### src/rtl/cache_ctrl_pkg.sv
package cache_ctrl_pkg;

    typedef enum logic [2:0] {
        IDLE,
        COMPARE,
        WRITEBACK,
        REFILL,
        RESPOND
    } ctrl_state_t;

    // larger value means wider associativity
    typedef enum logic [1:0] {
        DIRECT   = 2'd0,
        TWO_WAY  = 2'd1,
        FOUR_WAY = 2'd2
    } assoc_mode_t;

endpackage

### src/rtl/cache_fsm.sv
module cache_fsm (
    input  logic                        clk,
    input  logic                        rst,
    input  logic                        req,
    input  logic                        is_write,
    input  logic                        hit,
    input  logic                        victim_dirty,
    input  logic                        mem_resp,
    output cache_ctrl_pkg::ctrl_state_t state,
    output logic                        lookup,
    output logic                        cpu_write,
    output logic                        refill_write,
    output logic                        mem_read,
    output logic                        mem_write,
    output logic                        resp
);
    import cache_ctrl_pkg::*;

    ctrl_state_t next;
    logic        from_idle;  // high in the first COMPARE of a request

    always_ff @(posedge clk) begin
        if (rst) begin
            state     <= IDLE;
            from_idle <= 1'b0;
        end else begin
            state     <= next;
            from_idle <= (state == IDLE);
        end
    end

    always_comb begin
        next         = state;
        lookup       = 1'b0;
        cpu_write    = 1'b0;
        refill_write = 1'b0;
        mem_read     = 1'b0;
        mem_write    = 1'b0;
        resp         = 1'b0;
        case (state)
            IDLE: begin
                if (req) begin
                    next = COMPARE;
                end
            end
            COMPARE: begin
                lookup = from_idle;  // a retry after refill is not counted
                if (hit) begin
                    cpu_write = is_write;
                    next      = RESPOND;
                end else if (victim_dirty) begin
                    next = WRITEBACK;
                end else begin
                    next = REFILL;
                end
            end
            WRITEBACK: begin
                mem_write = 1'b1;
                if (mem_resp) begin
                    next = REFILL;
                end
            end
            REFILL: begin
                mem_read = 1'b1;
                if (mem_resp) begin
                    refill_write = 1'b1;  // line lands in the victim way
                    next         = COMPARE;
                end
            end
            RESPOND: begin
                resp = 1'b1;
                next = IDLE;
            end
            default: next = IDLE;
        endcase
    end

endmodule

### config.mk
export PLATFORM = sky130hd
export DESIGN_NAME = cache_fsm
export DESIGN_NICKNAME = d
export VERILOG_FILES = /design/src/rtl/cache_ctrl_pkg.sv /design/src/rtl/cache_fsm.sv
export SDC_FILE = /design/constraint.sdc
export NUM_CORES = 1
export LEC_CHECK = 0
export BUFFER_PORTS_ARGS = -buffer_cell sky130_fd_sc_hd__buf_2
export CORE_AREA = 2 2 39 41
export CTS_BUF_LIST = sky130_fd_sc_hd__clkbuf_4 sky130_fd_sc_hd__clkbuf_8
export CTS_CLUSTER_SIZE = 12
export DETAILED_ROUTE_END_ITERATION = 8
export DIE_AREA = 0 0 41 43
export PLACE_DENSITY_LB_ADDON = 0.1
export SYNTH_ARGS = -nofsm -noshare
export SYNTH_HDL_FRONTEND = slang
export SYNTH_SLANG_ARGS = --single-unit
### constraint.sdc
create_clock -name clk -period 1.5 [get_ports clk]
set_clock_uncertainty 0.05 [all_clocks]
set_input_delay 0.15 -clock clk [delete_from_list [all_inputs] [get_ports clk]]
set_output_delay 0.15 -clock clk [all_outputs]
set_load 0.005 [all_outputs]
==> flow_metrics.tcl <==
set metrics [dict create \
    cp_cell_sequence "and3b_1 > and2_1 > buf_2" \
    hp-class "input pin to flop" \
    synth_seq_cells 4 \
    synthCells 24 \
    die_y_um 43 \
    finalCriticalPeriod_ns 1.41 \
    grt.total_usage_pct 8.92 \
    cp-end-kind "primary output" \
    clkTransAtPathRegs_ns 0.04 \
    dr.pass1.iters 5 \
    n_antenna_cell 0 \
    die_area_um2 1760 \
    clk_latency_ns 0.23 \
    crit_path_max_fanout 10 \
    min_period_over_period_pct 94.0 \
    cts_tree "yes" \
    synth.distinct_cells 15 \
    peakVddDrop_mv 0.225 \
    fp.dieW_um 41 \
    setup_violations 0 \
    drtAntennaViolNets 0 \
    yosysWarnings 0 \
    yosysSeqAreaShare_pct 35.8 \
    grt_pass1_vias 208 \
    max_cap_violations 0 \
    cts_buffers 3 \
    p_leak_nw 0.182 \
    syn_area_um2 224 \
    finalSetupTns_ns 0 \
    post-place-ws_ns 0.284 \
    fin_area_um2 335 \
    cp_data_arrival_time_ns 1.21 \
    drtIter0Drc 12 \
    fin_nets 50 \
    wl_per_cell_um 10.5 \
    powerDensity_nw_per_um2 966 \
    status "finished, final reports clean" \
    core.rowCount 14 \
    fin_hold_ws_ns 0.0585 \
    wl_um 601 \
    dr_total_vias 240 \
    cts.sink_count 4 \
    avgViaCountPerCell 4.21 \
    cts-root-buf "clkbuf_4" \
    max_freq_mhz 709 \
    rsz0062_at_grt "false" \
    io_pins 16 \
    hpwl_um 478 \
    fin_ws_ns 0.0904 \
    overflow 0 \
    cpPeakStageDelay_ns 0.53 \
    grt_max_degree 11 \
    port_buffers 15 \
    fp.coreArea_um2 1380 \
    dp.cells 54 \
    start_util_pct 16.2 \
    syn_to_final_growth_pct 49.7 \
    critical_path_class "flop to primary output" \
    drc 0 \
    critPathRequiredTime_ns 1.30 \
    gp_congestion 0.692 \
    cp-start-kind "flop" \
    fin_cells 57 \
    tightest_slew_ns 0.368 \
    finalHoldViolCount 0 \
    final_max_slew_viol_count 0 \
    drive_gt1_share_pct 48.8 \
    cts_hold_buffers 0 \
    grt_pass1_wl_um 938 \
    slew_headroom_pct 75.5 \
    clockBufferDepth 2 \
    antenna_found_initial 0 \
    placed_cell_area_um2 308 \
    cpMaxStageDelayCell "dfxtp_1" \
    cts_htree_levels 1 \
    avgSynthCellArea_um2 9.33 \
    syn_nets 31 \
]
-- sequential cells by signal, summed over array words and instances, names as in the netlist --
| signal | flops |
|---|---|
| from_idle | 1 |
| state | 3 |
-- critical path: cells and delay by family, from the launching register on --
family | cells | cell delay [ns]
and+or+nand+nor | 2 | 0.35
DFF | 1 | 0.53
buffers and inverters | 1 | 0.10
-- layout by cell type (no fill, tap or decap), types with 2 or more instances in the layout --
master | Yosys | layout
nor2_1 | 3 | 3
nor3b_1 | 3 | 2
buf_2 | 0 | 15
clkbuf_4 | 0 | 3
and3b_1 | 2 | 2
dfxtp_1 | 4 | 4
and2_1 | 2 | 2
-- Yosys cell counts (all sizes together) --
library cell / n / area [um2]
o21a: 1 / 7.51
or2: 1 / 6.26
dfxtp: 4 / 80.1
nor3b: 3 / 22.5
mux2: 1 / 15.0
and3b: 2 / 17.5
nor2: 3 / 11.3
and2: 2 / 12.5
o221a: 1 / 11.3
nand2b: 1 / 6.26
inv: 1 / 3.75
nor3: 1 / 5.00
a21boi: 1 / 7.51
buf: 1 / 11.3
and3: 1 / 6.26
-- kinds of logic (layout without fill, tap and decap cells) --
kind of cell	Yosys count	in the layout	share of synthesized area (%)
simple gates	14	14	39.1
flops	4	4	35.8
compound gates	3	3	11.7
buf+inv	2	19	6.70
mux	1	1	6.70
-- through the flow --
stage | utilization [%] | power [mW]
after floorplan | - | 0.168
after global placement | 22.2 | 0.195
after detailed placement | 22.2 | 0.196
after CTS | 23.9 | 0.332
after global routing | 24.2 | 0.353
final | 24.2 | 0.324
-- where the power goes --
group	switching, mW	internal [mW]	total, mW
registers	0.0149	0.118	0.133
clock network	0.0403	0.0892	0.130
logic	0.0247	0.0373	0.0620
-- path summary, 6_finish.rpt --
check	from	endpoint	slack [ns]	cells past startpoint
max reg2reg	state[1]$_SDFFE_PP0P_	state[0]$_SDFFE_PP0P_	0.26	2
max	state[1]$_SDFFE_PP0P_	refill_write	0.09	3
min reg2reg	state[2]$_SDFFE_PP0P_	state[1]$_SDFFE_PP0P_	0.60	2
min	rst	from_idle$_SDFF_PP0_	0.06	2
-- final cells by class --
cell class	instances	area [um2]
Clock buffer	3	22.5
Fill cell	168	1050
Inverter	1	3.75
Multi-Input combinational cell	18	134
Sequential cell	4	80.1
Tap cell	16	20.0
Timing Repair Buffer	15	75.1
-- repair_timing --
action	CTS	global route
endpoints found under the setup margin	0	2
setup buffers	0	0
resized for setup	0	1
endpoints found under the hold margin	0	0
-- routing by layer --
metal	part of all wire (%)	vias up	wire [um]	GRT usage, %
li1	-	119	-	-
met3	14	2	85	3.14
met5	0	-	0	0
met1	42	103	250	11.5
met2	43	16	256	9.06
met4	1.5	0	9	12.0
(Power assumes the default switching activity.)
