[config.mk]
export PLATFORM = sky130hd
export DESIGN_NAME = way_lookup
export DESIGN_NICKNAME = d
export VERILOG_FILES = /design/src/rtl/cache_ctrl_pkg.sv /design/src/rtl/cache_geom_pkg.sv /design/src/rtl/way_lookup.sv
export VERILOG_INCLUDE_DIRS = /design/src /design/src/include
export SDC_FILE = /design/constraint.sdc
export NUM_CORES = 1
export LEC_CHECK = 0
export BUFFER_PORTS_ARGS = -buffer_cell sky130_fd_sc_hd__buf_4
export CAP_MARGIN = 10
export CORE_AREA = 2 2 465 467
export DETAILED_ROUTE_END_ITERATION = 12
export DIE_AREA = 0 0 467 469
export MAX_ROUTING_LAYER = met4
export PLACE_DENSITY = 0.31
export RECOVER_POWER = 25
export SYNTH_ARGS = -nofsm -noshare
export SYNTH_HDL_FRONTEND = slang
export SYNTH_SLANG_ARGS = --single-unit
[constraint.sdc]
create_clock -name vclk -period 3.25
set_input_delay 0.1625 -clock vclk [all_inputs]
set_output_delay 0.1625 -clock vclk [all_outputs]
set_load 0.005 [all_outputs]
[src/include/cache_settings.svh]
`ifndef CACHE_SETTINGS_SVH
`define CACHE_SETTINGS_SVH

`define CACHE_WAYS      4   // physical ways per set
`define CACHE_SETS      8
`define LINE_BYTES      32  // one memory burst
`define WORD_BYTES      4   // cpu word
`define ADDR_BITS       32
`define CONFLICT_LIMIT  4   // conflict misses per widening step

`endif

[src/rtl/cache_ctrl_pkg.sv]
package cache_ctrl_pkg;

    typedef enum logic [2:0] {
        IDLE,
        COMPARE,
        WRITEBACK,
        REFILL,
        RESPOND
    } ctrl_state_t;

    // larger value means wider associativity
    typedef enum logic [1:0] {
        DIRECT   = 2'd0,
        TWO_WAY  = 2'd1,
        FOUR_WAY = 2'd2
    } assoc_mode_t;

endpackage

[src/rtl/cache_geom_pkg.sv]
`include "cache_settings.svh"

package cache_geom_pkg;

    localparam int OFFSET_BITS    = $clog2(`LINE_BYTES);
    localparam int SET_BITS       = $clog2(`CACHE_SETS);
    localparam int TAG_BITS       = `ADDR_BITS - SET_BITS - OFFSET_BITS;
    localparam int WORDS_PER_LINE = `LINE_BYTES / `WORD_BYTES;
    localparam int WORD_SEL_BITS  = $clog2(WORDS_PER_LINE);

    typedef logic [`ADDR_BITS-1:0]             addr_t;
    typedef logic [TAG_BITS-1:0]               tag_t;
    typedef logic [SET_BITS-1:0]               set_idx_t;
    typedef logic [WORD_SEL_BITS-1:0]          word_sel_t;
    typedef logic [`LINE_BYTES*8-1:0]          line_t;
    typedef logic [`WORD_BYTES*8-1:0]          word_t;
    typedef logic [`WORD_BYTES-1:0]            byte_mask_t;
    typedef logic [`LINE_BYTES-1:0]            line_mask_t;
    typedef logic [$clog2(`CACHE_WAYS)-1:0]    way_idx_t;
    typedef logic [`CACHE_WAYS-1:0]            way_vec_t;
    typedef logic [`ADDR_BITS-OFFSET_BITS-1:0] line_addr_t;  // tag and set together

endpackage

[src/rtl/way_lookup.sv]
`include "cache_settings.svh"

module way_lookup (
    input  cache_ctrl_pkg::assoc_mode_t mode,
    input  cache_geom_pkg::tag_t        req_tag,
    input  cache_geom_pkg::word_sel_t   word_sel,
    input  cache_geom_pkg::line_t       way_data [`CACHE_WAYS],
    input  cache_geom_pkg::tag_t        way_tag [`CACHE_WAYS],
    input  cache_geom_pkg::way_vec_t    way_valid,
    output logic                        hit,
    output cache_geom_pkg::way_idx_t    hit_way,
    output cache_geom_pkg::way_vec_t    group,
    output cache_geom_pkg::word_t       rdata
);
    import cache_geom_pkg::*;
    import cache_ctrl_pkg::*;

    way_vec_t match;

    // the pair in TWO_WAY mode always holds the DIRECT way of the same tag
    always_comb begin
        case (mode)
            DIRECT:  group = way_vec_t'(1) << req_tag[1:0];
            TWO_WAY: group = {{2{req_tag[1]}}, {2{~req_tag[1]}}};
            default: group = '1;
        endcase
    end

    always_comb begin
        match   = '0;
        hit_way = '0;
        for (int w = 0; w < `CACHE_WAYS; w++) begin
            match[w] = group[w] && way_valid[w] && (way_tag[w] == req_tag);  // full tag
            if (match[w]) begin
                hit_way = way_idx_t'(w);
            end
        end
    end

    assign hit   = |match;
    assign rdata = way_data[hit_way][word_sel*$bits(word_t) +: $bits(word_t)];

endmodule

==> out/metrics.cfg <==
[run_status]
outcome = finished, violations left
violations = negative setup slack

[place]
globalplace.congestion = 0.935
port_buffers = 1192
placed_area_um2 = 26000
dp_hpwl_um = 208000
pre_cts_ws_ns = -1.28

[min_path]
hp-start = mode[1]
hold_class = primary input to output port

[setup_path]
cp-startpoint = req_tag[8]
path_class = primary input to output port
cp-end-kind = output port
path_common_cell = buf_4
start_kind = primary input
worstPathRequired_ns = 3.09
cp_max_fo = 7
slowest_stage = nand4_1
crit_arrival_ns = 3.34
cpPeakStageDelay_ns = 0.30
crit_chain = buf_12 > buf_6 > xnor2_2 > buf_4 > buf_4 > nand4_1 > buf_6 > nor4_4 > buf_4 > nand2_8 > buf_6 > buf_4 > nor3b_4 > buf_6 > buf_12 > buf_16 > a21oi_2 > o21ai_1 > nand4_1 > a21oi_1 > buf_4

[layout]
final_util_pct = 14.3
syn2layout_area_growth_pct = 200
drive_gt1_share_pct = 64.0
fin_area_um2 = 30500
seq_cells = 0
regArea_um2 = 0
nClkBuffers = 0
fin_nets = 4361

[die]
fp.coreArea_um2 = 214000
num_rows = 170
dieArea_um2 = 219000
die-height_um = 469
start_util_pct = 4.76
die_x_um = 467
ios = 1192

[timing]
timing.fmax_ghz = 0.285
finalCritPeriodShare_pct = 108
setup_violations = 32
finalCriticalPeriod_ns = 3.50
tightest_slew_ns = 0.879
grt_setup_unrepaired = true
final_max_slew_viol_count = 0
setup_ws_ns = -0.254
slew-limit-headroom_pct = 41.4
finalHoldViolations = 0

[run]
maxCapViolCount = 0

[yosys]
netlist_area_um2 = 10200
synth_top_area_share_pct = 12.8
synth_seq_area_share_pct = 0
synth_warnings = 0
ys_types = 63
synth_largest_area_cell = a21oi_1
yosys-top-cells-area = a21oi_1 13%, mux2i_1 13%, nand2_1 9.1%
avgSynthCellArea_um2 = 6.04
synthCells = 1684
synth_nets = 2837

[global_route]
grt_max_degree = 46
antenna_found_initial = 188
overflow = 0
grtUsageTotal_pct = 21.1
grt_pass1_wl_um = 282000
grt_pass1_vias = 22500

[power_and_ir_drop]
peakVddDrop_v = 0.0000374
power_mw = 3.48
power_density_nw_per_um2 = 114
p_leak_nw = 13.3

[drt]
drc = 0
first_pass_iters = 6
ant_nets = 0
wire_per_inst_um = 38.8
drtIter0Drc = 1784
drt_wl_total_um = 239000
routed_via_density = 3.61
via_count = 22200

[clock_network]
holdBufCountCts = 0

metrics by stage:
step	instances	TNS, ns	hold WS [ns]
after floorplan	1684	0	0.412
after global placement	5956	-23.98	0.794
after detailed placement	5956	-23.48	0.790
after CTS	6025	-7.08	0.790
after global routing	6148	-6.79	0.811
final	6158	-5.44	0.804
critical path, delay by kind of cell:
family	cells	cell delay, ns
buffers and inverters	12	1.64
and+or+nand+nor	5	0.90
AOI/OAI and AO/OA	3	0.46
xor gates and xnor gates	1	0.15
per-layer routing:
layer / track usage [%] / part of all wire (%) / wire (µm)
met4: 3.08 / 2.2 / 5190
met2: 34.9 / 47 / 112000
met1: 25.0 / 42 / 99700
met3: 7.44 / 9.3 / 22300
met5: - / 0 / 0
kinds of logic after synthesis:
| family | count (synthesis) | share of synthesized area, % |
|---|---|---|
| AOI/OAI and AO/OA | 764 | 47.9 |
| xor gates and xnor gates | 97 | 8.35 |
| buffers and inverters | 181 | 8.00 |
| muxes | 130 | 12.8 |
| and+or+nand+nor | 512 | 22.9 |
cells in the final DEF (no fill, tap or decap), types with 11 or more instances in the layout:
master,count
a221oi_2,12
diode_2,114
xnor2_2,31
o211ai_1,34
o21ai_0,91
a32oi_1,11
buf_8,13
mux2i_2,12
o221ai_1,14
buf_12,95
mux2i_4,24
buf_16,18
o21ai_2,27
nor3_1,22
a31oi_1,42
nand4_1,29
a221oi_1,29
a22o_1,24
nor2_1,78
a32oi_2,11
buf_4,1499
nand2_2,20
a211o_1,52
o22ai_1,19
nand2_1,218
xor2_1,34
o21ai_1,22
a21oi_1,201
mux2i_1,94
xnor2_1,22
o2bb2ai_1,24
a21oi_2,50
nand3_1,53
buf_6,62
power by group:
group | internal (mW) | switching, mW
combinational | 1.80 | 1.68
sequential | 0 | 0
clock | 0.00000469 | 0
total | 1.80 | 1.68
cell type report:
class                           instances  area, µm²
Antenna cell                          114        285
Fill cell                           24800     183000
Inverter                                4       18.8
Multi-Input combinational cell       1505      11800
Tap cell                             2838       3550
Timing Repair Buffer                 1697      14800
cell usage after synthesis, types with 16 or more instances:
cell       count
a31oi_1       54
a221oi_1      44
clkbuf_1     113
a32oi_1       26
o2bb2ai_1     31
a211o_1       52
o22ai_1       28
nand2_1      246
o21ai_1       17
nand4_1       29
a211oi_1      20
o211ai_1      34
a21oi_1      260
nor2_1        90
nand3_1       72
o21ai_0      133
nor3_1        24
buf_2         39
a22o_1        29
xnor2_1       60
mux2i_1      130
o221ai_1      16
xor2_1        37
repair_timing:
item	4_1_cts	5_1_grt
pin swaps	118	100
setup buffers	57	26
resized for setup	399	210
endpoints found under the setup margin	32	32
cloned	21	7
worst paths after layout:
| kind | to | slack (ns) | depth (start not counted) |
|---|---|---|---|
| setup / recovery | rdata[5] | -0.25 | 21 |
| hold / removal | group[0] | 0.80 | 4 |
Power figures use the tool's default switching activity.
