File: src/include/cache_settings.svh
`ifndef CACHE_SETTINGS_SVH
`define CACHE_SETTINGS_SVH

`define CACHE_WAYS      4   // physical ways per set
`define CACHE_SETS      8
`define LINE_BYTES      32  // one memory burst
`define WORD_BYTES      4   // cpu word
`define ADDR_BITS       32
`define CONFLICT_LIMIT  4   // conflict misses per widening step

`endif

File: src/rtl/cache_geom_pkg.sv
`include "cache_settings.svh"

package cache_geom_pkg;

    localparam int OFFSET_BITS    = $clog2(`LINE_BYTES);
    localparam int SET_BITS       = $clog2(`CACHE_SETS);
    localparam int TAG_BITS       = `ADDR_BITS - SET_BITS - OFFSET_BITS;
    localparam int WORDS_PER_LINE = `LINE_BYTES / `WORD_BYTES;
    localparam int WORD_SEL_BITS  = $clog2(WORDS_PER_LINE);

    typedef logic [`ADDR_BITS-1:0]             addr_t;
    typedef logic [TAG_BITS-1:0]               tag_t;
    typedef logic [SET_BITS-1:0]               set_idx_t;
    typedef logic [WORD_SEL_BITS-1:0]          word_sel_t;
    typedef logic [`LINE_BYTES*8-1:0]          line_t;
    typedef logic [`WORD_BYTES*8-1:0]          word_t;
    typedef logic [`WORD_BYTES-1:0]            byte_mask_t;
    typedef logic [`LINE_BYTES-1:0]            line_mask_t;
    typedef logic [$clog2(`CACHE_WAYS)-1:0]    way_idx_t;
    typedef logic [`CACHE_WAYS-1:0]            way_vec_t;
    typedef logic [`ADDR_BITS-OFFSET_BITS-1:0] line_addr_t;  // tag and set together

endpackage

File: src/rtl/plru_tree.sv
`include "cache_settings.svh"

module plru_tree (
    input  logic                     clk,
    input  logic                     rst,
    input  cache_geom_pkg::set_idx_t set_idx,
    input  logic                     touch,
    input  cache_geom_pkg::way_idx_t touch_way,
    input  cache_geom_pkg::way_vec_t group,
    output cache_geom_pkg::way_idx_t victim
);
    logic [2:0] tree_q [`CACHE_SETS];  // [0] root, [1] ways 0/1, [2] ways 2/3
    logic [2:0] cur;
    logic       go_right;
    logic [1:0] pair;
    logic       pick_hi;

    assign cur = tree_q[set_idx];

    always_ff @(posedge clk) begin
        if (rst) begin
            for (int s = 0; s < `CACHE_SETS; s++) begin
                tree_q[s] <= '0;
            end
        end else if (touch) begin
            tree_q[set_idx][0] <= ~touch_way[1];  // point away from touched half
            if (touch_way[1]) begin
                tree_q[set_idx][2] <= ~touch_way[0];
            end else begin
                tree_q[set_idx][1] <= ~touch_way[0];
            end
        end
    end

    // the walk follows the tree bits but never leaves the allowed group
    always_comb begin
        go_right = (|group[3:2]) && (!(|group[1:0]) || cur[0]);
        pair     = go_right ? group[3:2] : group[1:0];
        pick_hi  = pair[1] && (!pair[0] || (go_right ? cur[2] : cur[1]));
        victim   = {go_right, pick_hi};
    end

endmodule

File: config.mk
export PLATFORM = sky130hd
export DESIGN_NAME = plru_tree
export DESIGN_NICKNAME = d
export VERILOG_FILES = /design/src/rtl/cache_geom_pkg.sv /design/src/rtl/plru_tree.sv
export VERILOG_INCLUDE_DIRS = /design/src /design/src/include
export SDC_FILE = /design/constraint.sdc
export NUM_CORES = 1
export LEC_CHECK = 0
export BUFFER_PORTS_ARGS = -buffer_cell sky130_fd_sc_hd__buf_2
export CAP_MARGIN = 20
export CORE_MARGIN = 4
export CORE_UTILIZATION = 35
export CTS_BUF_LIST = sky130_fd_sc_hd__clkbuf_4 sky130_fd_sc_hd__clkbuf_8 sky130_fd_sc_hd__clkbuf_16
export CTS_CLUSTER_DIAMETER = 120
export DETAILED_ROUTE_END_ITERATION = 7
export GPL_TIMING_DRIVEN = 0
export SYNTH_ARGS = -nofsm -noshare
export SYNTH_HDL_FRONTEND = slang
export SYNTH_SLANG_ARGS = --single-unit
File: constraint.sdc
create_clock -name clk -period 3.3 [get_ports clk]
set_input_delay 0.165 -clock clk [delete_from_list [all_inputs] [get_ports clk]]
set_output_delay 0.165 -clock clk [all_outputs]
set_load 0.01 [all_outputs]
==> impl_results.md <==
- Cell Int Power: 0.5592 mW
- WP data arrival: 1.89 ns
- Max reg flops: 24
- Avg WL per Cell: 15.51 um
- Worst-path fanout max: 3
- Critical Path RT: about 3.1 ns
- Post-synthesis sequential area ratio: 0.5246
- Switch share: 0.2133
- Rows: 22
- WS Path Type: flip-flop to output pin
- Gate power share: 0.134
- Slew Viols, Final: 0
- Maximum clock path buffer count: 2
- Leading post-synthesis cells by cell area: edfxtp_1 (52%), nor2_1 (4.6%), nand2b_1 (4.1%)
- Clock Sinks: 24
- Global-route usage over all layers: 0.1222
- Largest regs: tree_q x24
- Horiz. Die Dim: 70.65 um
- GRT overflow: 0
- Worst Setup SP: tree_q[7][0]
- Commonest non-fill, non-tap cells in the layout: edfxtp_1 (24), nor2_1 (17), buf_2 (13), nand2_1 (10)
- Leak Pwr: 0.5786 nW
- Placed cell areas: 0.001484 mm^2
- H-tree depth: 1
- Power per cell area: 457.0 mW/mm^2
- Design area: 0.001555 mm^2
- Gpl congestion: 0.8003
- Total core area: ~0.0037 mm^2
- Initial antenna violation count: 0
- Least-Margin Pin Slew: 0.5531 ns
- CP endpoint kind: output pin
- First-pass GRT wire length: ~4700 um
- CTS tree: yes
- Die area: 0.004991 mm^2
- Period utilization: 0.6219
- Vias per inst: 5.468
- Initial Util: 0.3697
- Yosys top cell area share: 0.5246
- Final count of hold timing violations: 0
- Post-CTS Resized: 0
- ANT nets after route: 0
- Fmax: 0.4873 GHz
- Max-Cap Viols: 0
- Overall power: a little over 0.7 mW
- Final Setup Violations: 0
- Maximum VDD drop: 0.1665 mV
- Fillers: 380
- PortBufs: 10
- Met3 Wirelength: 178 um
- Clock transition at the registers of the reported paths: 0.09 ns
- Via count: 1028
- Dominant cell type by area after synthesis: edfxtp_1
- Die H: 70.65 um
- DRC violations left: 0
- Yosys cell types: 31
- Final WL: 2915 um
- CP startpoint kind: flip-flop
- Number of post-CTS setup repair buffers: 0
- Net Switching: 0.1516 mW
- Dpl hpwl: 2096 um
- Post-Syn Instances: 126
- Slew HR: 0.6296
- M1 wire length: ~1400 um
- Unrepaired setup endpoints after global routing: false
- Most flop-heavy register: tree_q
- Worst min-delay path class: input pin to flip-flop
- Largest net degree at the start of global routing: 15
- Clock Power Share: 0.362
- Avg Synthesized Cell Area: 10.90 um^2
- I/O Pins: 14
- Iter 0 DRT Violations: 70
- Hold buffers post-CTS: 0
- Syn Nets: 138
- Synth Warn #: 0
- Post-Route Setup TNS: 0 ns
- Status: completed
- Area Growth Syn to Fin: 13.21%
- Vias in the first global route: 982
- Clock Tree Root: clkbuf_8
- Met2 Wirelength: 1319 um
- Num CTS Buffers: 3
- # diodes: 0
- Minimum clock period: 2.052 ns
- Flop pwr share: 0.503
- Highest metal used: met4
- Syn Std Cell Area: approximately 0.0014 mm^2
- Capture point of the worst path: victim[0]
- Most common cell after layout, fill and taps aside: edfxtp_1
- Yosys reg bits: 24
- DRT Pass-1 Iters: 4
- Fraction of layout cells with a size suffix above 1: 0.3000
- NumNets Final: 153
-- cell usage after synthesis, drive strengths merged --
| library cell | number |
|---|---|
| nor2 | 17 |
| o21a | 1 |
| a21oi | 1 |
| nand2 | 10 |
| nor2b | 1 |
| and3b | 1 |
| a31o | 6 |
| a21boi | 1 |
| o311ai | 1 |
| nor3 | 9 |
| or2 | 8 |
| edfxtp | 24 |
| nor3b | 1 |
| nand3 | 3 |
| buf | 7 |
| clkbuf | 7 |
| a22o | 1 |
| nand2b | 9 |
| o21ai | 1 |
| a32o | 1 |
| nand3b | 1 |
| a22oi | 1 |
| mux2 | 3 |
| and2b | 1 |
| mux4 | 2 |
| a41o | 2 |
| o211ai | 1 |
| mux2i | 5 |
-- worst max-delay path: stages (launching register included) --
cell      delay, ns
edfxtp_1       0.38
mux4_2         0.49
nand2_1        0.09
o211ai_1       0.12
a32o_2         0.29
buf_4          0.12
buf_2          0.13
-- kinds of logic (layout without fill, tap and decap cells) --
logic type / Yosys count / count (layout) / synth area share
simple gates: 61 / 61 / 0.2268
flops: 24 / 24 / 0.5246
compound gates: 17 / 17 / 0.1029
buf+inv: 14 / 28 / 0.05191
mux: 10 / 10 / 0.09380
-- per-stage QoR --
stage                     utilization  std cells  hold WS [ns]  setup WS, ns
after floorplan                     -        126        0.5179         1.759
after global placement         0.3993        184        0.6031         1.491
after detailed placement       0.3993        184        0.6028         1.447
after CTS                      0.4185        188        0.3264         1.222
after global routing           0.4185        188        0.3434         1.112
final                          0.4185        188        0.3249         1.248
-- worst min path at each step --
| stage | from | endpoint | slack [ns] | cells past startpoint |
|---|---|---|---|---|
| 2_1_floorplan | group[2] | victim[1] | 0.52 | 2 |
| 3_3_place_gp | touch_way[1] | tree_q[2][0] | 0.60 | 2 |
| 3_5_place_dp | touch_way[1] | tree_q[6][0] | 0.60 | 2 |
| 4_1_cts | touch_way[1] | tree_q[6][0] | 0.33 | 2 |
| 5_1_grt | touch_way[1] | tree_q[7][0] | 0.34 | 2 |
| 6_report | touch_way[1] | tree_q[6][0] | 0.32 | 2 |
-- power groups by stage --
stage | sequential, mW | clock (mW) | combinational (mW)
2_1_floorplan | 0.362 | 0 | 0.0688
3_3_place_gp | 0.365 | 0 | 0.0937
3_5_place_dp | 0.365 | 0 | 0.0951
4_1_cts | 0.358 | 0.264 | 0.0957
5_1_grt | 0.359 | 0.279 | 0.104
6_report | 0.358 | 0.257 | 0.0955
-- layout make-up --
class,instances,area [um^2],area share
sequential,24,720.7,0.4634
multi-input combinational,88,581.8,0.3741
buffer,14,71.32,0.04586
tap,48,60.06,0.03862
timing repair buffer,10,50.05,0.03218
clock buffer,3,41.29,0.02655
clock inverter,1,30.03,0.01931
-- layer usage --
| layer | vias up | global-route usage |
|---|---|---|
| met5 | - | 0 |
| met4 | 0 | 0.05010 |
| met3 | 4 | 0.02699 |
| met2 | 28 | 0.1778 |
| met1 | 510 | 0.1757 |
| li1 | 486 | - |
Power figures use the tool's default switching activity.
