File: src/include/cache_settings.svh
`ifndef CACHE_SETTINGS_SVH
`define CACHE_SETTINGS_SVH

`define CACHE_WAYS      4   // physical ways per set
`define CACHE_SETS      8
`define LINE_BYTES      32  // one memory burst
`define WORD_BYTES      4   // cpu word
`define ADDR_BITS       32
`define CONFLICT_LIMIT  4   // conflict misses per widening step

`endif

File: src/rtl/cache_ctrl_pkg.sv
package cache_ctrl_pkg;

    typedef enum logic [2:0] {
        IDLE,
        COMPARE,
        WRITEBACK,
        REFILL,
        RESPOND
    } ctrl_state_t;

    // larger value means wider associativity
    typedef enum logic [1:0] {
        DIRECT   = 2'd0,
        TWO_WAY  = 2'd1,
        FOUR_WAY = 2'd2
    } assoc_mode_t;

endpackage

File: src/rtl/cache_geom_pkg.sv
`include "cache_settings.svh"

package cache_geom_pkg;

    localparam int OFFSET_BITS    = $clog2(`LINE_BYTES);
    localparam int SET_BITS       = $clog2(`CACHE_SETS);
    localparam int TAG_BITS       = `ADDR_BITS - SET_BITS - OFFSET_BITS;
    localparam int WORDS_PER_LINE = `LINE_BYTES / `WORD_BYTES;
    localparam int WORD_SEL_BITS  = $clog2(WORDS_PER_LINE);

    typedef logic [`ADDR_BITS-1:0]             addr_t;
    typedef logic [TAG_BITS-1:0]               tag_t;
    typedef logic [SET_BITS-1:0]               set_idx_t;
    typedef logic [WORD_SEL_BITS-1:0]          word_sel_t;
    typedef logic [`LINE_BYTES*8-1:0]          line_t;
    typedef logic [`WORD_BYTES*8-1:0]          word_t;
    typedef logic [`WORD_BYTES-1:0]            byte_mask_t;
    typedef logic [`LINE_BYTES-1:0]            line_mask_t;
    typedef logic [$clog2(`CACHE_WAYS)-1:0]    way_idx_t;
    typedef logic [`CACHE_WAYS-1:0]            way_vec_t;
    typedef logic [`ADDR_BITS-OFFSET_BITS-1:0] line_addr_t;  // tag and set together

endpackage

File: src/rtl/assoc_tuner.sv
`include "cache_settings.svh"

module assoc_tuner (
    input  logic                        clk,
    input  logic                        rst,
    input  logic                        lookup,
    input  logic                        hit,
    input  cache_geom_pkg::line_addr_t  line_addr,
    output cache_ctrl_pkg::assoc_mode_t mode
);
    import cache_geom_pkg::*;
    import cache_ctrl_pkg::*;

    localparam int SHADOW_N = `CACHE_WAYS * `CACHE_SETS;  // same capacity as the cache
    localparam int PTR_BITS = $clog2(SHADOW_N);
    localparam int CNT_BITS = $clog2(`CONFLICT_LIMIT + 1);

    line_addr_t          shadow_tag [SHADOW_N];
    logic [SHADOW_N-1:0] shadow_valid;
    logic [PTR_BITS-1:0] fifo_ptr;  // oldest entry
    logic [CNT_BITS-1:0] conflict_cnt;
    logic                shadow_hit;
    logic                conflict;

    always_comb begin
        shadow_hit = 1'b0;
        for (int i = 0; i < SHADOW_N; i++) begin
            if (shadow_valid[i] && shadow_tag[i] == line_addr) begin
                shadow_hit = 1'b1;
            end
        end
    end

    // fully associative would have kept it, so the set mapping lost it
    assign conflict = lookup && !hit && shadow_hit;

    always_ff @(posedge clk) begin
        if (lookup && !shadow_hit) begin
            shadow_tag[fifo_ptr] <= line_addr;
        end
    end

    always_ff @(posedge clk) begin
        if (rst) begin
            shadow_valid <= '0;
            fifo_ptr     <= '0;
            conflict_cnt <= '0;
            mode         <= DIRECT;
        end else begin
            if (lookup && !shadow_hit) begin
                shadow_valid[fifo_ptr] <= 1'b1;
                fifo_ptr               <= fifo_ptr + 1'b1;  // wraps over all entries
            end
            if (conflict) begin
                if (conflict_cnt == CNT_BITS'(`CONFLICT_LIMIT - 1) && mode != FOUR_WAY) begin
                    mode         <= assoc_mode_t'(mode + 2'd1);  // one step wider
                    conflict_cnt <= '0;
                end else if (conflict_cnt != CNT_BITS'(`CONFLICT_LIMIT)) begin
                    conflict_cnt <= conflict_cnt + 1'b1;  // saturates at the limit
                end
            end
        end
    end

endmodule

File: config.mk
export PLATFORM = sky130hd
export DESIGN_NAME = assoc_tuner
export DESIGN_NICKNAME = d
export VERILOG_FILES = /design/src/rtl/cache_ctrl_pkg.sv /design/src/rtl/cache_geom_pkg.sv /design/src/rtl/assoc_tuner.sv
export VERILOG_INCLUDE_DIRS = /design/src /design/src/include
export SDC_FILE = /design/constraint.sdc
export NUM_CORES = 1
export LEC_CHECK = 0
export BUFFER_PORTS_ARGS = -buffer_cell sky130_fd_sc_hd__buf_2
export CORE_MARGIN = 2
export CORE_UTILIZATION = 40
export CTS_CLUSTER_SIZE = 14
export DETAILED_ROUTE_END_ITERATION = 7
export GPL_TIMING_DRIVEN = 0
export PLACE_DENSITY = 0.65
export SLEW_MARGIN = 10
export SYNTH_ARGS = -nofsm -noshare
export SYNTH_HDL_FRONTEND = slang
export SYNTH_SLANG_ARGS = --single-unit
File: constraint.sdc
create_clock -name clk -period 4.19 [get_ports clk]
set_input_delay 0.2095 -clock clk [delete_from_list [all_inputs] [get_ports clk]]
set_output_delay 0.2095 -clock clk [all_outputs]
set_load 0.01 [all_outputs]
==> qor.txt, run 1 <==
ranking of synthesized cells by area = edfxtp_1 67%, xnor2_1 20%, nand4_1 3.7%, dfxtp_1 2.2%, buf_6 1.6%
postcts setup bufs = 0
post-synthesis cell count = 2347
total congestion overflow = 0
XOR/XNOR share of the synthesized area = 19.5%
Horiz. Die Dim = 315 um
Initial Utilization = 40.2%
post-route ant nets = 0
largest family of logic cells by synthesized area = XOR/XNOR gates
Rel. slew slack = 30.2%
final non-filler cell total = 3829
Worst Max-Slew Pin Slew = 1.04 ns
routability cong. = 0.901
Critical-path top delay cell = and3_2
Hold WC Path Type = in -> reg
pin count of the biggest net entering global routing = 34
Clock Path Buffers = 3
top cell type's share of synthesized area = 66.9%
startpoint types = input port
FMAX = 0.237 GHz
Pleak = 12.9 nW
share of cells above drive strength 1 = 12.5%
row cnt = 114
Worst Path Required = 4.45 ns
Post-Syn Area = 0.0388 mm^2
post-synthesis mux area share = 0.0581%
Synth Area in Compound Gates = 1.38%
vias in the first global route = 21754
WL per Instance = 33.9 um
syn_nets = 2385
clock root buffer = clkbuf_16
register area share after synthesis = 69.1%
first-pass GRT wire length = 175000 um
final setup margin = -0.0323 ns
failing checks = setup timing
post-synthesis adder-cell area fraction = 0.226%
Sink Count = 906
Core Area = 0.0964 mm^2
Simple-Gate Fraction of Synth Area = 5.77%
CTS tree = built
Setup-failing EPs final = 101
Unique masters post-synth = 45
RSZ-0062 raised after global routing = no
final cycle utilization of the critical path = 101%
Area Overhead vs Synth = 12.9%
cells along the critical path = clkbuf_8 > buf_4 > buf_8 > xnor2_1 > nand4_1 > nor4_1 > a22oi_1 > nand4_1 > or4_1 > buf_4 > nor2_4 > clkbuf_2 > and3_2
final clock skew = 0.0350 ns
Post-Syn Area per Cell = 16.5 um^2
max_cap viols = 0
CTS H-tree lvls = 3
Vias/cell = 5.87
Fin. Hold Viols = 0
DR iter-0 viols = 3999
clk slew on worst S/H paths = 0.06 ns
Max VDD drop = 0.373 mV
Yosys warning total = 0
status = finished with violations
commonest cells in the netlist = 864 x edfxtp_1, 864 x xnor2_1, 228 x nand4_1, 55 x buf_6, 42 x dfxtp_1
placed cell count = 3659
DP HPWL = 72100 um
initial antenna violation count = 9
final slew viol count = 0
ys async rst share = 0%
Final Net Count = 2515
Layout Utilization = 45.4%
Setup CP Type = in -> reg
Die Area = 0.0995 mm^2
DR vias = 22458
CP arrival = 4.49 ns
crit path max fanout = 34
Vert. Die Dim = 315 um
Critical Path End Type = register
total wire length = 130000 um
setup TNS = -1.63 ns
Num CTS Buffers = 91
drt drc = 0
clock latency on the worst-skew pair = 0.66 ns
GRT Total Usage = 26.0%
Post-synth EDFFs = 864
IO Port Bufs = 31
Main synth FF type = edfxtp_1
io pins = 33
Max stage delay on crit path = 0.75 ns
crit path time final = 4.22 ns
drt first pass iters = 6
P per Cell Area = 443 mW/mm^2
Reg2Reg Setup Slack = 0.10 ns
post-synth top area cell = edfxtp_1
Seq cells post-synth = 906
-- sequential cells by signal, summed over array words and instances, names as in the netlist --
name / cells
fifo_ptr: 5
mode: 2
shadow_tag: 864
shadow_valid: 32
conflict_cnt: 3
-- what timing repair did --
item,4_1_cts,5_1_grt
hold buffers,1,0
gates resized for setup,86,10
hold endpoints to repair,13,0
pin swaps,0,1
endpoints found under the setup margin,874,291
-- per-layer routing --
layer  track usage, %  up-vias  wire (um)
li1                 -     8945          -
met1             36.4    11606      49300
met2             39.9     1604      57700
met3             5.06      301      16800
met4             10.5        2       5830
met5                0        -         10
-- cell type report --
class / count / area, um^2
antenna: 1 / 2.50
buffer: 126 / 1490
clock buffer: 126 / 2520
clock inverter: 42 / 325
fill: 8375 / 52700
inverter: 13 / 48.8
multi-input combinational: 1302 / 10600
sequential: 906 / 26800
tap: 1276 / 1600
timing repair buffer: 37 / 414
-- through the flow --
step	setup slack, ns	hold slack, ns	power (mW)	cell area, um^2
final	-0.0323	0.0237	19.4	43800
after global routing	0.0157	0.0243	19.8	43800
after detailed placement	-1.80	0.453	11.6	40700
after global placement	-2.86	0.460	11.6	40500
after floorplan	0.0321	0.308	10.9	38800
after CTS	0.0174	0.00668	19.4	43700
-- worst max-delay path: cells and delay by family --
family / cells / cell delay, ns
buf+inv: 5 / 1.45
compound gates: 1 / 0.47
xor+xnor: 1 / 0.11
simple gates: 6 / 2.20
-- cell families after synthesis --
group           count (synthesis)
simple gates                  364
buf+inv                       139
compound gates                 65
flops                         906
mux                             2
fa+ha+maj                       7
xor+xnor                      864
-- cell usage in the layout (no fill, tap or decap), types with 24 or more instances in the layout --
cell type    n
buf_6       76
clkbuf_16   93
xnor2_1    864
buf_8       25
nand4_1    228
nor4_1      32
clkbuf_1    36
dfxtp_1     42
a32o_1      24
edfxtp_1   864
nor3_1      36
-- path summary, 6_finish.rpt --
check / start / endpoint / cells past startpoint
min: line_addr[23] / shadow_tag[11][23] / 1
max: line_addr[24] / shadow_tag[13][11] / 13
max reg2reg: shadow_tag[7][26] / shadow_tag[13][11] / 10
min reg2reg: shadow_valid[31] / shadow_valid[31] / 1
-- power by group --
group          internal (mW)  switching [mW]
Clock                   4.50            3.44
Sequential              9.96          0.0200
Combinational          0.468            1.00
No activity file was read; power rests on OpenSTA's default activity.
==> run 2, diff against run 1 <==
Settings changed: CORE_ASPECT_RATIO set to 1.2.
==> qor.txt, run 2 (same netlist as run 1, synthesis figures left out) <==
status = finished with violations
failing checks = setup timing
total congestion overflow = 0 (unchanged)
final slew viol count = 0 (unchanged)
routability cong. = 0.915 (+1.5%)
Worst Max-Slew Pin Slew = 1.25 ns (+0.212 ns)
GRT Total Usage = 25.3% (-0.65 points)
design area = 0.0437 mm^2 (about the same)
Vert. Die Dim = 345 um (+9.4%)
top flop regs = shadow_tag (864), shadow_valid (32), fifo_ptr (5)
max_cap viols = 0 (unchanged)
sequential power share = 51.3% (-0.2 points)
Critical Path End Type = register
Pleak = 12.9 nW (-0.25%)
register name with the most flops = shadow_tag
DR vias = 21968 (-2.2%)
clk slew on worst S/H paths = 0.06 ns (about the same)
critical path startpoint = line_addr[12]
reg2reg start = shadow_tag[31][11]
DR iter-0 viols = 2973 (-26%)
Comb power frac = 7.4% (-0.2 points)
dpl cell area = 0.0406 mm^2 (about the same)
CTS H-tree lvls = 3 (unchanged)
WL per Instance = 33.2 um (-1.9%)
RSZ-0062 raised after global routing = no
number of flip-flops in the largest register = 864 (unchanged)
diodes inserted = 0 (-1)
Die Area = 0.0995 mm^2 (about the same)
io pins = 33 (unchanged)
Fin. Hold Viols = 0 (unchanged)
DP HPWL = 71600 um (-0.65%)
post-route ant nets = 0 (unchanged)
Clock Path Buffers = 3 (unchanged)
Reg2Reg Setup Slack = 0.15 ns (+0.05 ns)
Layout Utilization = 45.3% (-0.070 points)
vias in the first global route = 21540 (-0.98%)
Rel. slew slack = 16.4% (-14 points)
final setup margin = -0.0360 ns (-0.00368 ns)
Area Overhead vs Synth = 12.8% (about the same)
startpoint types = input port
drt drc = 0 (unchanged)
initial antenna violation count = 7 (-2)
Final Net Count = 2511 (-0.16%)
P per Cell Area = 444 mW/mm^2 (+0.30%)
Sink Count = 906 (unchanged)
P_sw = 4.46 mW (+0.14%)
sw frac = 23.0% (about the same)
final clock skew = 0.0341 ns (-0.000838 ns)
P_int = 15.0 mW (+0.25%)
destination of the critical timing path = shadow_tag[7][14]
most frequent cells in the layout = 864 x xnor2_1, 864 x edfxtp_1, 228 x nand4_1
Horiz. Die Dim = 288 um (-8.6%)
Setup CP Type = in -> reg
IO Port Bufs = 31 (unchanged)
Vias/cell = 5.76 (-1.8%)
Worst Path Required = 4.54 ns (+0.09 ns)
Num CTS Buffers = 87 (-4.4%)
clock latency on the worst-skew pair = 0.68 ns (+0.02 ns)
FMAX = 0.237 GHz (about the same)
dpl ws = -1.79 ns (+0.00336 ns)
Setup-failing EPs final = 67 (-34%)
R2R cell count = 11 (+1)
crit path max fanout = 33 (-2.9%)
Initial Utilization = 40.2% (about the same)
final cycle utilization of the critical path = 101% (about the same)
drt first pass iters = 6 (unchanged)
Hold WC Path Type = in -> reg
crit path time final = 4.23 ns (+0.00368 ns)
share of cells above drive strength 1 = 12.6% (+0.034 points)
final non-filler cell total = 3815 (-0.37%)
R2R Path End = shadow_tag[7][14]
placed cell count = 3652 (-0.19%)
Core Area = 0.0965 mm^2 (about the same)
row cnt = 125 (+9.6%)
clock share of power = 41.3% (+0.4 points)
total wire length = 127000 um (-2.3%)
first-pass GRT wire length = 172000 um (-1.7%)
setup TNS = -0.448 ns (+1.19 ns)
pin count of the biggest net entering global routing = 34 (unchanged)
clock root buffer = clkbuf_16
CP arrival = 4.58 ns (+0.09 ns)
Max VDD drop = 0.347 mV (-7.0%)
CTS tree = built
-- run 2: changes by cell type in the layout (fill, tap and decap cells not counted), sizes merged --
cell / delta
buf: +2
bufinv: +6
clkbuf: -15
clkinv: -3
diode: -1
inv: +3
-- run 2: routing by layer --
metal | global-route usage, % | wire length [um] | share of wire (%)
met1 | 32.4 | 47200 | 37
met2 | 42.2 | 61600 | 49
met3 | 3.36 | 11000 | 8.7
met4 | 12.5 | 6890 | 5.4
met5 | 0 | 25 | 0.020
-- run 2: critical path, cell delays in order --
cell     delay, ns
buf_6         0.42
buf_4         0.28
buf_6         0.32
xnor2_1       0.12
nand4_1       0.12
nor4_1        0.12
a22oi_1       0.60
nand4_1       0.35
or4_1         0.54
buf_4         0.19
nor3_4        0.38
buf_6         0.23
and2_2        0.42
buf_16        0.21
-- run 2: cell type report --
cell class,count,area [um^2]
Fill cell,8268,52800
Clock buffer,113,2270
Inverter,13,48.8
Clock inverter,48,564
Timing Repair Buffer,37,382
Multi-Input combinational cell,1302,10600
Buffer,126,1490
Tap cell,1270,1590
Sequential cell,906,26800
-- run 2: repair_timing --
action,CTS,global route
endpoints found under the setup margin,866,218
buffers inserted,0,1
pin swaps,0,1
hold buffers,1,0
resized for setup,83,14
hold endpoints to repair,12,0
-- run 2: metrics by stage --
stage                     hold slack, ns  total power [mW]
after floorplan                    0.308              10.9
after global placement             0.470              11.5
after detailed placement           0.475              11.6
after CTS                        0.00698              19.4
after global routing             0.00122              19.8
final                             0.0180              19.4
-- run 2: how the worst min path moves through the flow --
stage	end	startpoint	cells past startpoint
after floorplan	shadow_tag[0][0]	line_addr[0]	0
after global placement	conflict_cnt[2]	conflict_cnt[2]	2
after detailed placement	shadow_valid[29]	shadow_valid[29]	1
after CTS	shadow_tag[12][11]	line_addr[11]	1
after global routing	shadow_tag[21][14]	line_addr[14]	1
final	shadow_tag[28][5]	line_addr[5]	1
-- run 2: power groups by stage --
stage          logic (mW)  clock network [mW]  registers (mW)
3_3_place_gp         1.37                   0            10.2
2_1_floorplan       0.748                   0            10.2
5_1_grt              1.47                8.37            9.97
4_1_cts              1.42                8.02            9.98
3_5_place_dp         1.39                   0            10.2
6_report             1.44                8.01            9.97
==> run 3, diff against run 2 <==
Settings changed: CORE_ASPECT_RATIO 1.2 to 0.75.
==> qor.txt, run 3 (same netlist as run 1, synthesis figures left out) <==
clock root buffer = clkbuf_16
Rel. slew slack = 13.3% (-3.0 points)
R2R Path End = shadow_tag[18][24]
final cycle utilization of the critical path = 102% (+0.66 points)
CTS H-tree lvls = 3 (unchanged)
Setup-failing EPs final = 209 (+210%)
final clock skew = 0.0239 ns (-0.0102 ns)
Sink Count = 906 (unchanged)
io pins = 33 (unchanged)
Hold WC Path Type = in -> reg
met3 WL post-DR = 17600 um (+60%)
status = finished with violations
reg2reg start = shadow_tag[22][7]
vias in the first global route = 20920 (-2.9%)
Critical Path End Type = register
drt first pass iters = 6 (unchanged)
DR iter-0 viols = 3953 (+33%)
Horiz. Die Dim = 364 um (+26%)
most frequent cells in the layout = 864 x xnor2_1, 864 x edfxtp_1, 228 x nand4_1
placed cell count = 3634 (-0.49%)
IO Port Bufs = 31 (unchanged)
dpl cell area = 0.0406 mm^2 (about the same)
final setup margin = -0.0635 ns (-0.0275 ns)
Critical-path top delay cell = and3_2
M1 wire length = 52400 um (+11%)
first-pass GRT wire length = 172000 um (-0.35%)
Max VDD drop = 0.417 mV (+20%)
Worst Path Required = 4.46 ns (-0.08 ns)
register name with the most flops = shadow_tag
initial antenna violation count = 11 (+4)
Top Metal Used = met5
Vert. Die Dim = 274 um (-21%)
failing checks = setup timing
max_cap viols = 0 (unchanged)
DP HPWL = 75100 um (+4.9%)
R2R cell count = 10 (-1)
post-route ant nets = 0 (unchanged)
dpl ws = -2.03 ns (-0.234 ns)
hold path depth = 1 (unchanged)
Vias/cell = 5.89 (+2.4%)
drt drc = 0 (unchanged)
CP arrival = 4.52 ns (-0.06 ns)
Area Overhead vs Synth = 12.4%
clock latency on the worst-skew pair = 0.65 ns (-0.03 ns)
FMAX = 0.235 GHz (-0.65%)
Critical Path Most Common Cell = buf_4
routability cong. = 0.937 (+2.5%)
clk slew on worst S/H paths = 0.06 ns (about the same)
GRT Total Usage = 25.4% (+0.12 points)
Setup CP Type = in -> reg
total wire length = 128000 um (+1.1%)
startpoint types = input port
Hold Path Origin = line_addr[17]
final non-filler cell total = 3795 (-0.52%)
CTS tree = built
Final Net Count = 2514 (+0.12%)
share of cells above drive strength 1 = 12.6% (-0.015 points)
DR vias = 22371 (+1.8%)
P per Cell Area = 436 mW/mm^2 (-1.7%)
Core Area = 0.0956 mm^2 (-0.89%)
Reg2Reg Setup Slack = 0.18 ns (+0.03 ns)
WHS = 0.00902 ns (-0.00899 ns)
Num CTS Buffers = 84 (-3.4%)
final slew viol count = 0 (unchanged)
crit path max fanout = 33 (unchanged)
design area = 0.0436 mm^2 (-0.34%)
Worst Max-Slew Pin Slew = 1.30 ns (+0.0454 ns)
WHS Endpoint = shadow_tag[13][17]
Initial Utilization = 40.5% (+0.36 points)
pin count of the biggest net entering global routing = 34 (unchanged)
Pleak = 12.8 nW (-0.35%)
row cnt = 98 (-22%)
total congestion overflow = 0 (unchanged)
Clock Path Buffers = 3 (unchanged)
Max stage delay on crit path = 0.74 ns (+0.14 ns)
crit path time final = 4.25 ns (+0.0275 ns)
Pwr Total = 19.0 mW (-2.1%)
WL per Instance = 33.8 um (+1.6%)
cells along the critical path = buf_4 > buf_4 > buf_8 > xnor2_1 > nand4_1 > nor4_1 > a22oi_1 > nand4_1 > or4_1 > buf_4 > nor2_4 > clkbuf_2 > and3_2
number of flip-flops in the largest register = 864 (unchanged)
Fin. Hold Viols = 0 (unchanged)
met2 WL post-DR = 54800 um (-11%)
Die Area = 0.0995 mm^2 (about the same)
top flop regs = shadow_tag (864), shadow_valid (32), fifo_ptr (5)
-- run 3: changes by cell type in the layout (fill, tap and decap cells not counted), moves of 3 or more --
cell       before  now
clkbuf_8        0    3
inv_6           5    1
a22oi_2         1    4
bufinv_16      11    6
diode_2         0    5
clkbuf_1       36   31
and3_2          7   14
and3_4         17   10
buf_12         17   20
a22oi_1        15   12
-- run 3: critical path, delay by kind of cell --
| family | cells | cell delay [ns] |
|---|---|---|
| xor gates and xnor gates | 1 | 0.11 |
| buffers and inverters | 5 | 1.62 |
| and+or+nand+nor | 6 | 2.12 |
| AOI/OAI and AO/OA | 1 | 0.37 |
-- run 3: routing by layer --
metal / track usage (%) / up-vias
li1: - / 8912
met1: 38.0 / 11588
met2: 37.2 / 1676
met3: 5.93 / 193
met4: 6.43 / 2
met5: 0 / -
-- run 3: cell type report --
type	count	area, um^2
timing repair buffer	43	465
multi-input combinational	1302	10600
clock inverter	39	335
tap	1250	1560
sequential	906	26800
clock buffer	111	2300
fill	8230	52100
antenna	5	12.5
buffer	126	1490
inverter	13	48.8
-- run 3: where the power goes --
group          switching (mW)  leakage [nW]  total (mW)  internal [mW]
registers              0.0203          8.12        9.97           9.95
logic                   0.994          3.40        1.47          0.472
clock network            3.37          1.29        7.59           4.22
-- run 3: how the worst max path moves through the flow --
stage	from	to	slack (ns)	depth (start not counted)
after floorplan	line_addr[3]	shadow_tag[31][0]	0.03	10
after global placement	line_addr[1]	shadow_tag[31][10]	-3.39	11
after detailed placement	line_addr[1]	shadow_tag[11][15]	-2.03	13
after CTS	line_addr[2]	shadow_tag[19][12]	0.005	14
after global routing	line_addr[22]	shadow_tag[26][25]	-0.002	13
final	line_addr[23]	shadow_tag[18][24]	-0.06	13
-- run 3: timing repair --
| action | in CTS | in global routing |
|---|---|---|
| setup buffers | 0 | 2 |
| pin swaps | 1 | 1 |
| hold buffers | 1 | 3 |
| hold endpoints to repair | 12 | 4 |
| resized for setup | 60 | 29 |
| endpoints found under the setup margin | 872 | 839 |
-- run 3: per-stage QoR --
step	TNS, ns	utilization, %
after global routing	-0.00257	45.6
after floorplan	0	-
final	-6.09	45.6
after CTS	0	45.4
after global placement	-1581.46	42.3
after detailed placement	-1502.67	42.5
